[src/mips_pkg.sv]
/*
 * MIPS subset shared definitions
 * Opcode and funct codes, ALU operations, forwarding selects,
 * the decoded control bundle and the four pipeline stage payloads
 */
package mips_pkg;

	localparam logic [5:0] OP_RTYPE = 6'h00;
	localparam logic [5:0] OP_BEQ   = 6'h04;
	localparam logic [5:0] OP_ADDI  = 6'h08;
	localparam logic [5:0] OP_LW    = 6'h23;
	localparam logic [5:0] OP_SW    = 6'h2b;

	localparam logic [5:0] F_ADD = 6'h20;
	localparam logic [5:0] F_SUB = 6'h22;
	localparam logic [5:0] F_AND = 6'h24;
	localparam logic [5:0] F_OR  = 6'h25;
	localparam logic [5:0] F_SLT = 6'h2a;

	typedef enum logic [2:0] {
		ALU_ADD = 3'd0,
		ALU_SUB = 3'd1,
		ALU_AND = 3'd2,
		ALU_OR  = 3'd3,
		ALU_SLT = 3'd4
	} alu_op_t;

	// Operand source chosen by the hazard unit
	typedef enum logic [1:0] {
		FWD_REG = 2'd0,
		FWD_WB  = 2'd1,
		FWD_MEM = 2'd2
	} fwd_t;

	typedef struct packed {
		logic    regwrite;
		logic    memtoreg;
		logic    memwrite;
		logic    branch;
		logic    alusrc;
		logic    regdst;
		alu_op_t alu_op;
	} ctrl_t;

	typedef struct packed {
		logic [31:0] instr;
		logic [31:0] pcplus4;
	} fd_t;

	typedef struct packed {
		ctrl_t       ctrl;
		logic [31:0] rd1;
		logic [31:0] rd2;
		logic [31:0] imm;
		logic [31:0] pcplus4;
		logic [4:0]  rs;
		logic [4:0]  rt;
		logic [4:0]  rd;
	} de_t;

	typedef struct packed {
		logic        regwrite;
		logic        memtoreg;
		logic        memwrite;
		logic [31:0] alu_out;
		logic [31:0] write_data;
		logic [4:0]  write_reg;
	} em_t;

	typedef struct packed {
		logic        regwrite;
		logic        memtoreg;
		logic [31:0] read_data;
		logic [31:0] alu_out;
		logic [4:0]  write_reg;
	} mw_t;

endpackage

[src/hazard_if.sv]
/*
 * Hazard signalling between the pipeline stages and the hazard unit
 */
`timescale 1ns/1ps

interface hazard_if import mips_pkg::*; ();

	logic [4:0]  ex_rs, ex_rt;
	logic        ex_memtoreg, ex_regwrite;
	logic [4:0]  mem_reg;
	logic        mem_regwrite;
	logic [4:0]  wb_reg;
	logic        wb_regwrite;
	logic [31:0] wb_result;
	logic [4:0]  dec_rs, dec_rt;
	fwd_t        forward_a, forward_b;
	logic        stall, flush;

	modport exec (output ex_rs, ex_rt, ex_memtoreg, ex_regwrite,
		input forward_a, forward_b, wb_result);
	modport dec  (output dec_rs, dec_rt);
	modport mem  (output mem_reg, mem_regwrite);
	modport wb   (output wb_reg, wb_regwrite, wb_result);
	modport unit (input ex_rs, ex_rt, ex_memtoreg, ex_regwrite, mem_reg, mem_regwrite,
		wb_reg, wb_regwrite, dec_rs, dec_rt, output forward_a, forward_b, stall, flush);

endinterface

[src/decode_stage.sv]
/*
 * Decode stage
 * Instruction decoder, register file with writeback bypass
 * and immediate sign extension
 */
`timescale 1ns/1ps

module decode_stage import mips_pkg::*; (
	input  logic        clk,
	input  logic        reset,
	input  fd_t         fd,
	hazard_if.dec       hz,
	input  logic        wb_regwrite,
	input  logic [4:0]  wb_reg,
	input  logic [31:0] wb_result,
	output de_t         de
);

	logic [31:0] regs [1:31];
	logic [5:0]  opcode, funct;
	logic [4:0]  rs, rt, rd;
	ctrl_t       ctrl;
	logic [31:0] rd1, rd2;

	assign opcode = fd.instr[31:26];
	assign funct  = fd.instr[5:0];
	assign rs     = fd.instr[25:21];
	assign rt     = fd.instr[20:16];
	assign rd     = fd.instr[15:11];

	always_comb begin
		ctrl = '0;
		case (opcode)
			OP_RTYPE: begin
				ctrl.regwrite = 1'b1;
				ctrl.regdst   = 1'b1;
				case (funct)
					F_ADD: ctrl.alu_op = ALU_ADD;
					F_SUB: ctrl.alu_op = ALU_SUB;
					F_AND: ctrl.alu_op = ALU_AND;
					F_OR:  ctrl.alu_op = ALU_OR;
					F_SLT: ctrl.alu_op = ALU_SLT;
					default: ctrl.regwrite = 1'b0;    // Unsupported funct, nop
				endcase
			end
			OP_ADDI: begin
				ctrl.regwrite = 1'b1;
				ctrl.alusrc   = 1'b1;
			end
			OP_LW: begin
				ctrl.regwrite = 1'b1;
				ctrl.memtoreg = 1'b1;
				ctrl.alusrc   = 1'b1;
			end
			OP_SW: begin
				ctrl.memwrite = 1'b1;
				ctrl.alusrc   = 1'b1;
			end
			OP_BEQ: begin
				ctrl.branch = 1'b1;
				ctrl.alu_op = ALU_SUB;
			end
			default: ctrl = '0;
		endcase
	end

	// Register 0 is not stored
	always_ff @(posedge clk or posedge reset) begin
		if (reset) begin
			for (int i = 1; i < 32; i++) begin
				regs[i] <= '0;
			end
		end else if (wb_regwrite && wb_reg != 5'd0) begin
			regs[wb_reg] <= wb_result;
		end
	end

	// A result written back this cycle is seen by the read
	always_comb begin
		if (rs == 5'd0) rd1 = '0;
		else if (wb_regwrite && wb_reg == rs) rd1 = wb_result;
		else rd1 = regs[rs];
		if (rt == 5'd0) rd2 = '0;
		else if (wb_regwrite && wb_reg == rt) rd2 = wb_result;
		else rd2 = regs[rt];
	end

	assign hz.dec_rs = rs;
	assign hz.dec_rt = rt;

	assign de.ctrl    = ctrl;
	assign de.rd1     = rd1;
	assign de.rd2     = rd2;
	assign de.imm     = {{16{fd.instr[15]}}, fd.instr[15:0]};
	assign de.pcplus4 = fd.pcplus4;
	assign de.rs      = rs;
	assign de.rt      = rt;
	assign de.rd      = rd;

endmodule

[src/execute_stage.sv]
/*
 * Execute stage
 * Forwarded operand selection, ALU, destination register choice
 * and beq resolution with its target address
 */
`timescale 1ns/1ps

module execute_stage import mips_pkg::*; #(
	parameter int XLEN = 32
) (
	input  de_t             de,
	hazard_if.exec          hz,
	input  logic [XLEN-1:0] mem_alu,
	output em_t             em,
	output logic            branch_taken,
	output logic [XLEN-1:0] branch_target
);

	logic [31:0] src_a, src_b_reg, src_b, alu_y;

	always_comb begin
		case (hz.forward_a)
			FWD_MEM: src_a = mem_alu;
			FWD_WB:  src_a = hz.wb_result;
			default: src_a = de.rd1;
		endcase
		case (hz.forward_b)
			FWD_MEM: src_b_reg = mem_alu;
			FWD_WB:  src_b_reg = hz.wb_result;
			default: src_b_reg = de.rd2;
		endcase
	end

	assign src_b = de.ctrl.alusrc ? de.imm : src_b_reg;

	always_comb begin
		case (de.ctrl.alu_op)
			ALU_SUB: alu_y = src_a - src_b;
			ALU_AND: alu_y = src_a & src_b;
			ALU_OR:  alu_y = src_a | src_b;
			ALU_SLT: alu_y = {31'd0, $signed(src_a) < $signed(src_b)};
			default: alu_y = src_a + src_b;
		endcase
	end

	assign branch_taken  = de.ctrl.branch && (alu_y == 32'd0);
	assign branch_target = de.pcplus4 + {de.imm[29:0], 2'b00};    // Word offset from pc+4

	assign hz.ex_rs       = de.rs;
	assign hz.ex_rt       = de.rt;
	assign hz.ex_memtoreg = de.ctrl.memtoreg;
	assign hz.ex_regwrite = de.ctrl.regwrite;

	assign em.regwrite   = de.ctrl.regwrite;
	assign em.memtoreg   = de.ctrl.memtoreg;
	assign em.memwrite   = de.ctrl.memwrite;
	assign em.alu_out    = alu_y;
	assign em.write_data = src_b_reg;    // Store data after forwarding
	assign em.write_reg  = de.ctrl.regdst ? de.rd : de.rt;

endmodule

[src/fetch_stage.sv]
/*
 * Fetch stage
 * Program counter with branch redirect and load-use hold
 */
`timescale 1ns/1ps

module fetch_stage #(
	parameter int XLEN = 32
) (
	input  logic            clk,
	input  logic            reset,
	input  logic            stall,
	input  logic            branch_taken,
	input  logic [XLEN-1:0] branch_target,
	output logic [XLEN-1:0] pc,
	output logic [XLEN-1:0] pcplus4
);

	logic [XLEN-1:0] pc_next;

	assign pcplus4 = pc + XLEN'(4);

	always_comb begin
		if (branch_taken) begin
			pc_next = branch_target;    // Redirect from execute
		end else if (stall) begin
			pc_next = pc;
		end else begin
			pc_next = pcplus4;
		end
	end

	always_ff @(posedge clk or posedge reset) begin
		if (reset) begin
			pc <= '0;
		end else begin
			pc <= pc_next;
		end
	end

endmodule

[src/hazard_unit.sv]
/*
 * Hazard unit
 * Forwarding selects, load-use stall and taken-branch flush
 */
`timescale 1ns/1ps

module hazard_unit import mips_pkg::*; (
	hazard_if.unit hz,
	input  logic   branch_taken
);

	function automatic fwd_t fwd_sel(
		input logic [4:0] src,
		input logic [4:0] mem_reg,
		input logic       mem_regwrite,
		input logic [4:0] wb_reg,
		input logic       wb_regwrite
	);
		fwd_t sel;
		sel = FWD_REG;
		if (src != 5'd0) begin
			if (mem_regwrite && mem_reg == src) sel = FWD_MEM;    // Youngest result wins
			else if (wb_regwrite && wb_reg == src) sel = FWD_WB;
		end
		return sel;
	endfunction

	assign hz.forward_a = fwd_sel(hz.ex_rs, hz.mem_reg, hz.mem_regwrite,
		hz.wb_reg, hz.wb_regwrite);
	assign hz.forward_b = fwd_sel(hz.ex_rt, hz.mem_reg, hz.mem_regwrite,
		hz.wb_reg, hz.wb_regwrite);

	// Load in execute whose data decode needs next cycle
	assign hz.stall = hz.ex_memtoreg && hz.ex_regwrite
		&& (hz.ex_rt == hz.dec_rs || hz.ex_rt == hz.dec_rt);

	assign hz.flush = branch_taken;

endmodule

[src/mem_wb_stage.sv]
/*
 * Memory and writeback stage
 * Drives the data memory port and selects the writeback result
 */
`timescale 1ns/1ps

module mem_wb_stage import mips_pkg::*; (
	input  em_t         em,
	input  mw_t         mw_in,
	output logic [31:0] dmem_addr,
	output logic [31:0] dmem_wdata,
	output logic        dmem_we,
	input  logic [31:0] dmem_rdata,
	output mw_t         mw,
	hazard_if.mem       hz_mem,
	hazard_if.wb        hz_wb,
	output logic        wb_regwrite,
	output logic [4:0]  wb_reg,
	output logic [31:0] wb_result
);

	assign dmem_addr  = em.alu_out;
	assign dmem_wdata = em.write_data;
	assign dmem_we    = em.memwrite;    // Single-cycle write strobe

	assign mw.regwrite  = em.regwrite;
	assign mw.memtoreg  = em.memtoreg;
	assign mw.read_data = dmem_rdata;
	assign mw.alu_out   = em.alu_out;
	assign mw.write_reg = em.write_reg;

	assign hz_mem.mem_reg      = em.write_reg;
	assign hz_mem.mem_regwrite = em.regwrite;

	assign wb_regwrite = mw_in.regwrite;
	assign wb_reg      = mw_in.write_reg;
	assign wb_result   = mw_in.memtoreg ? mw_in.read_data : mw_in.alu_out;

	assign hz_wb.wb_reg      = wb_reg;
	assign hz_wb.wb_regwrite = wb_regwrite;
	assign hz_wb.wb_result   = wb_result;

endmodule

[src/mips_core.sv]
/*
 * Five-stage pipelined MIPS subset core
 * Fetch, decode, execute, memory and writeback joined by stage
 * registers, with forwarding, load-use stall and branch flush
 */
`timescale 1ns/1ps

module mips_core import mips_pkg::*; #(
	parameter int XLEN = 32
) (
	input  logic            clk,
	input  logic            reset,
	output logic [XLEN-1:0] imem_addr,
	input  logic [31:0]     imem_rdata,
	output logic [31:0]     dmem_addr,
	output logic [31:0]     dmem_wdata,
	output logic            dmem_we,
	input  logic [31:0]     dmem_rdata
);

	hazard_if hz ();

	logic [XLEN-1:0] pcplus4, branch_target;
	logic            branch_taken;
	logic            wb_regwrite;
	logic [4:0]      wb_reg;
	logic [31:0]     wb_result;
	fd_t             fd_d, fd_q;
	de_t             de_d, de_q;
	em_t             em_d, em_q;
	mw_t             mw_d, mw_q;

	fetch_stage #(.XLEN(XLEN)) u_fetch (.clk(clk), .reset(reset), .stall(hz.stall),
		.branch_taken(branch_taken), .branch_target(branch_target),
		.pc(imem_addr), .pcplus4(pcplus4));

	assign fd_d.instr   = imem_rdata;
	assign fd_d.pcplus4 = pcplus4;

	pipe_reg #(.payload_t(fd_t)) u_fd_reg (.clk(clk), .reset(reset),
		.enable(!hz.stall), .clear(hz.flush), .d(fd_d), .q(fd_q));

	decode_stage u_decode (.clk(clk), .reset(reset), .fd(fd_q), .hz(hz.dec),
		.wb_regwrite(wb_regwrite), .wb_reg(wb_reg), .wb_result(wb_result), .de(de_d));

	// A stalled decode moves on as a bubble
	pipe_reg #(.payload_t(de_t)) u_de_reg (.clk(clk), .reset(reset),
		.enable(1'b1), .clear(hz.stall || hz.flush), .d(de_d), .q(de_q));

	execute_stage #(.XLEN(XLEN)) u_execute (.de(de_q), .hz(hz.exec), .mem_alu(em_q.alu_out),
		.em(em_d), .branch_taken(branch_taken), .branch_target(branch_target));

	hazard_unit u_hazard (.hz(hz.unit), .branch_taken(branch_taken));

	pipe_reg #(.payload_t(em_t)) u_em_reg (.clk(clk), .reset(reset),
		.enable(1'b1), .clear(1'b0), .d(em_d), .q(em_q));

	mem_wb_stage u_mem_wb (.em(em_q), .mw_in(mw_q), .dmem_addr(dmem_addr),
		.dmem_wdata(dmem_wdata), .dmem_we(dmem_we), .dmem_rdata(dmem_rdata), .mw(mw_d),
		.hz_mem(hz.mem), .hz_wb(hz.wb), .wb_regwrite(wb_regwrite), .wb_reg(wb_reg),
		.wb_result(wb_result));

	pipe_reg #(.payload_t(mw_t)) u_mw_reg (.clk(clk), .reset(reset),
		.enable(1'b1), .clear(1'b0), .d(mw_d), .q(mw_q));

endmodule

[src/pipe_reg.sv]
/*
 * Pipeline stage register
 * Holds one stage payload, loads when enabled, and loads a zero
 * bubble on a synchronous clear
 */
`timescale 1ns/1ps

module pipe_reg #(
	parameter type payload_t = logic
) (
	input  logic     clk,
	input  logic     reset,
	input  logic     enable,
	input  logic     clear,
	input  payload_t d,
	output payload_t q
);

	always_ff @(posedge clk or posedge reset) begin
		if (reset) begin
			q <= '0;
		end else if (clear) begin
			q <= '0;    // Bubble, all control bits low
		end else if (enable) begin
			q <= d;
		end
	end

endmodule

[config.mk]
export PLATFORM = sky130hd
export DESIGN_NAME = mips_core
export DESIGN_NICKNAME = d
export VERILOG_FILES = /design/src/mips_pkg.sv /design/src/hazard_if.sv /design/src/decode_stage.sv /design/src/execute_stage.sv /design/src/fetch_stage.sv /design/src/hazard_unit.sv /design/src/mem_wb_stage.sv /design/src/mips_core.sv /design/src/pipe_reg.sv
export SDC_FILE = /design/constraint.sdc
export NUM_CORES = 2
export LEC_CHECK = 0
export ABC_AREA = 1
export BUFFER_PORTS_ARGS = -buffer_cell sky130_fd_sc_hd__buf_4
export CELL_PAD_IN_SITES_DETAIL_PLACEMENT = 2
export CELL_PAD_IN_SITES_GLOBAL_PLACEMENT = 2
export CORE_MARGIN = 5
export CORE_UTILIZATION = 41
export CTS_CLUSTER_SIZE = 16
export DETAILED_ROUTE_END_ITERATION = 6
export MAX_ROUTING_LAYER = met4
export PLACE_DENSITY_LB_ADDON = 0.12
export SLEW_MARGIN = 20
export SYNTH_ARGS = -nofsm -noshare
export SYNTH_HDL_FRONTEND = slang
export SYNTH_SLANG_ARGS = --single-unit
[constraint.sdc]
create_clock -name clk -period 89.3 [get_ports clk]
set_input_delay 26.79 -clock clk [delete_from_list [all_inputs] [get_ports clk]]
set_output_delay 26.79 -clock clk [all_outputs]
set_load 0.01 [all_outputs]
---- After elaboration in Yosys (flattened, before gate mapping) ----
Index checks and enable logic that the tools add are counted.
W data, S select, Z words.
word-level totals
  logic and storage cells ................. 161
  latch bits .............................. 0
  memories kept ........................... 0
  output and inout bits ................... 97
  register bits after elaboration ......... 1383
  bits in writable memories ............... 0
  memory bits (read-only) ................. 0
cells by class
  $mul .................................... 0
  reduce and logical (&&, ||, !) cells .... 23
  add/sub/neg operators ................... 4
  bitwise logic cells ..................... 5
  eq/ne operators ......................... 26
  shifts and indexed selects .............. 0
  mux-type cells .......................... 39
  div/mod/pow operators ................... 0
  order comparisons ....................... 5
operator list
  kind                     count
  $bwmux W992              1
  $mux W32                 13
  $bmux W32 S5             2
  $demux W32 S5            1
  $mux W152                1
  $mux W64                 2
  $pmux W32 S2             2
  $pmux W32 S4             1
  $add A32 B32 Y32         2
  $eq A6 B6 Y1 const B     7
  $eq A5 B5 Y1             8
  $add A32 B3 Y32 const B  1
  $and A32 B32 Y32         1
  $logic_not A32 Y1        1
  $lt A32 B32 Y1           1
  $or A32 B32 Y32          1
  $sub A32 B32 Y32         1
  $ge A6 B6 Y1 const B     3
  $not A5 Y6               3
  $reduce_bool A5 Y1       3
  $pmux W3 S4              1
  $logic_and A1 B1 Y1      11
  $logic_not A5 Y1         2
  $mux W1                  8
  other kinds (18)         25

---- Logic depth before layout (Yosys ltp) ----
  depth in word-level cells ............... 14
  mapped depth ............................ 37
  depth with buffers taken out ............ 33

---- Modules after synthesis ----
A second synthesis with hierarchy kept.
second synthesis, totals
  cell total of the unflattened synthesis .. 12378
  area total of the unflattened synthesis .. 85879.9 µm²
by module, submodules not included
  module                cells each  times used  area an instance (µm²)
  decode_stage          8287        1           56889.6
  execute_stage         1756        1           9734.3
  pipe_reg at u_de_reg  660         1           6022.0
  pipe_reg at u_em_reg  313         1           2919.0
  pipe_reg at u_mw_reg  309         1           2881.5
  pipe_reg at u_fd_reg  278         1           2586.2
  fetch_stage           369         1           2382.3
  mem_wb_stage          290         1           1888.1
  hazard_unit           111         1           555.5
  mips_core             5           1           21.3

---- Worst setup path before layout ----
OpenSTA, ideal clock, no wires.
  path kind ............................... reg-to-output
  from .................................... reg u_em_reg.q[52] (netlist name)
  to ...................................... out dmem_addr[15]
  cell stages (with the launch flop) ...... 2
  buffers on the path ..................... 1
  path slack .............................. 61993 ps
  required time ........................... 62510 ps
  arrival ................................. 517 ps
  cells stage by stage .................... dfrtp_1 buf_4
RTL lines
  item                    RTL line         RTL
  from (decl)             pipe_reg.sv:16   output payload_t q
  from (signal assigned)  pipe_reg.sv:21   q <= '0;
  from (signal assigned)  pipe_reg.sv:23   q <= '0;
  from (signal assigned)  pipe_reg.sv:25   q <= d;
  to (decl)               mips_core.sv:15  output logic [31:0] dmem_addr,
No word-level cell between the ends.

==> flow_summary.toml <==
[sta]
finalSetupViolCount = 0
slew-limit-headroom_pct = 16.22
fmax_ghz = 0.03298
min_period_over_period_pct = 33.95
drv_slew = 0
rsz0062_at_grt = "no"
timing.hold.ws_ns = 0.3878
fin_tns_setup_ns = 0
worstMarginPinSlew_ns = 1.257
hold_viol = 0
finClkSkew_ns = 0.04195
fin_crit_ns = 30.32

[cts]
cts_num_sinks = 1362
root_buffer = "clkbuf_16"
numCtsBuffers = 162
htreeDepth = 4
cts_tree = "yes"
clock_latency_ns = 0.85
cts_hold_buf = 0
cts_setup_buffers = 0
path_clk_slew_ns = 0.06
cts.path.max_buffers = 3
ctsResizeCount = 0

[setup_path]
cp_top_family = "buffers and inverters"
regToRegEndpoint = "u_de_reg.q[100]$_DFF_PP0_"
rr_worst_depth = 32
crit_slowest_cell = "buf_4"
critical_path_class = "input port to asynchronous set/reset pin"
cpMostUsedCell = "buf_4"
endpoint_kind = "asynchronous set/reset pin"
r2r_start = "u_mw_reg.q[2]$_DFF_PP0_"
path_depth = 6
crit_path_end = "u_fd_reg.q[48]$_DFFE_PP0P_"
max_stage_delay_ns = 0.87
worst_ep_arrival_time_ns = 31.05
path_cells = "buf_4, inv_8, buf_4, buf_4, buf_4, buf_4"
critPathLaunch = "reset"
worstPathMaxFanout = 121
r2r_slack_ns = 79.33
cp-start-kind = "input port"
critPathBufInv = 6
required_ns = 90.03

[final_layout]
final_area_sq_mm = 0.08367
seq_area_sq_mm = 0.03412
area_delta_synth_final_pct = 10.89
final_nets = 9680
fill_cells = 20608
multi_input_area_sq_mm = 0.03454
drive_gt1_share_pct = 7.481

[die]
dieArea_sq_mm = 0.1927
rows = 157
ios = 163
die_h_microns = 439.0
initial_utilization_pct = 41.21
fp.coreArea_sq_mm = 0.1831
chipWidth_microns = 439.0

[synth]
async_flop_share_pct = 100.0
yosys.area_share.adder_pct = 2.252
synth-warning-count = 0
synth_top_area_share_pct = 45.17
ys.flop_type = "dfrtp_1"
synth_nets = 10035
syn_inst = 9835
synthMuxAreaShare_pct = 0
netlist-cell-type-count = 56
synth_area_leader_cell = "dfrtp_1"
ys_seq_area_share_pct = 45.17
synth_enable_flop_cells = 0
synth_area_leaders = "dfrtp_1 45%, o21ai_0 11%, nand2_1 8.9%"
synth-simple-area-share_pct = 16.58
synth_compound_area_share_pct = 25.59
synthXorXnorAreaFrac_pct = 0.6616
avgSynthCellArea_sq_um = 7.672
yosysMostFrequentCell = "nand2_1"
syn_area_sq_mm = 0.07545
ys_ff_latch = 1362
synth_top_family_by_area = "compound AO/OA/AOI/OAI gates"
synth_top_cells_by_count = "1788 x nand2_1, 1717 x o21ai_0, 1362 x dfrtp_1"

[power_and_ir_drop]
cellLeakagePower_nw = 36.46
vdd_drop_max_mv = 0.01733
power.density_mw_per_mm2 = 21.14
power.total_mw = 1.769

[detailed_routing]
vias = 78291
first_pass_iters = 6
wl_per_cell_microns = 32.18
initialDrtViolationCount = 7383
routed_via_density = 6.480
remaining_drc_errors = 0
drt.antenna.violating_nets = 0
wirelength_mm = 388.8

[global_route]
grt.total_usage_pct = 40.53
grt_pass1_vias = 85075
grt_max_degree = 165
grt_pass1_wl_mm = 571.1
gr-total-overflow = 0
antenna_found_initial = 17

[placed_design]
place.gp.congestion = 0.9320
place_area_sq_mm = 0.07816
portBuffers = 162
dp_hpwl_mm = 237.2

[run]
drv_cap = 0

[worst_hold_path]
min_path_type = "flip-flop to flip-flop"

[outcome]
outcome = "complete, no violations"
[cells in the final DEF (no fill, tap or decap), types with 14 or more instances in the layout]
cell       Yosys  routed
or2_2         16      16
a21oi_1      782     782
o21ai_1       52      30
ha_1         131     131
o21ai_4        0      17
o2111ai_1     23      23
clkbuf_8       0      41
xnor2_1       14      14
xor2_1        43      43
inv_1        983     977
nor3_1        73      69
o21ai_0     1717    1708
o311ai_0      19      19
clkinv_2       0      19
o21a_1        47      47
o211ai_1     119     119
a221oi_1      83      83
nor2_1       610     599
a22oi_1       73      73
nand4_1       68      68
o22ai_1       88      88
clkinv_1      21      17
nand3b_1      28      28
inv_2         23      21
clkbuf_16      0     164
dfrtp_1     1362    1352
o21ai_2        0      14
a211oi_1      40      40
nand2_1     1788    1764
buf_4         76     306
o221ai_1     251     251
clkbuf_1     680      44
nand2_4        0      16
nand3_1      434     431
[metal layers]
layer  up-vias  GRT usage [%]  part of all wire (%)
li1      32593              -                     -
met2      3518          64.36                    46
met1     40931          49.43                    40
met4         0          23.06                   6.6
met5         -              -                     0
met3      1249          6.214                   6.8
[cell type report]
| class | count | area share, % |
|---|---|---|
| Clock inverter | 46 | 0.7118 |
| Inverter | 1027 | 4.663 |
| Multi-Input combinational cell | 6607 | 41.28 |
| Tap cell | 2464 | 3.685 |
| Antenna cell | 7 | 0.02094 |
| Clock buffer | 249 | 5.777 |
| Sequential cell | 1362 | 40.78 |
| Timing Repair Buffer | 320 | 3.088 |
[how the worst min path moves through the flow]
stage,cells after the start,startpoint,slack [ns],endpoint
after CTS,0,u_em_reg.q[70]$_DFF_PP0_,0.39,u_mw_reg.q[69]$_DFF_PP0_
after global routing,0,u_em_reg.q[70]$_DFF_PP0_,0.39,u_mw_reg.q[69]$_DFF_PP0_
final,0,u_em_reg.q[70]$_DFF_PP0_,0.39,u_mw_reg.q[69]$_DFF_PP0_
after global placement,0,u_em_reg.q[70]$_DFF_PP0_,0.33,u_mw_reg.q[69]$_DFF_PP0_
after detailed placement,0,u_em_reg.q[70]$_DFF_PP0_,0.37,u_mw_reg.q[69]$_DFF_PP0_
after floorplan,0,u_de_reg.q[149]$_DFF_PP0_,0.33,u_em_reg.q[69]$_DFF_PP0_
[sequential cells by signal (all words and copies together) (netlist names)]
signal	cells
u_decode.regs	992
u_de_reg.q	131
u_em_reg.q	72
u_mw_reg.q	71
u_fd_reg.q	64
u_fetch.pc	32
[report_power, final]
group / switching, mW / internal (mW) / leakage, nW
combinational: 0.298 / 0.0873 / 15.4
clock: 0.296 / 0.395 / 2.65
sequential: 0.0357 / 0.657 / 18.4
total: 0.629 / 1.14 / 36.5
[logic make-up after synthesis]
family	after synthesis
AO/OA/AOI/OAI	3364
XOR/XNOR	57
adder cells (fa/ha/maj)	134
buffers and inverters	1866
flip-flops	1362
AND/OR/NAND/NOR	3052
[through the flow]
| step | worst slack, ns | cells | util (%) |
|---|---|---|---|
| floorplan | 24.11 | 9835 | - |
| global placement | 58.07 | 11778 | 42.68 |
| detailed placement | 57.96 | 11778 | 42.69 |
| CTS | 58.85 | 12073 | 45.65 |
| global route | 58.31 | 12081 | 45.70 |
| finish | 58.98 | 12082 | 45.70 |
Note: power is estimated with default switching activity, not from simulation.
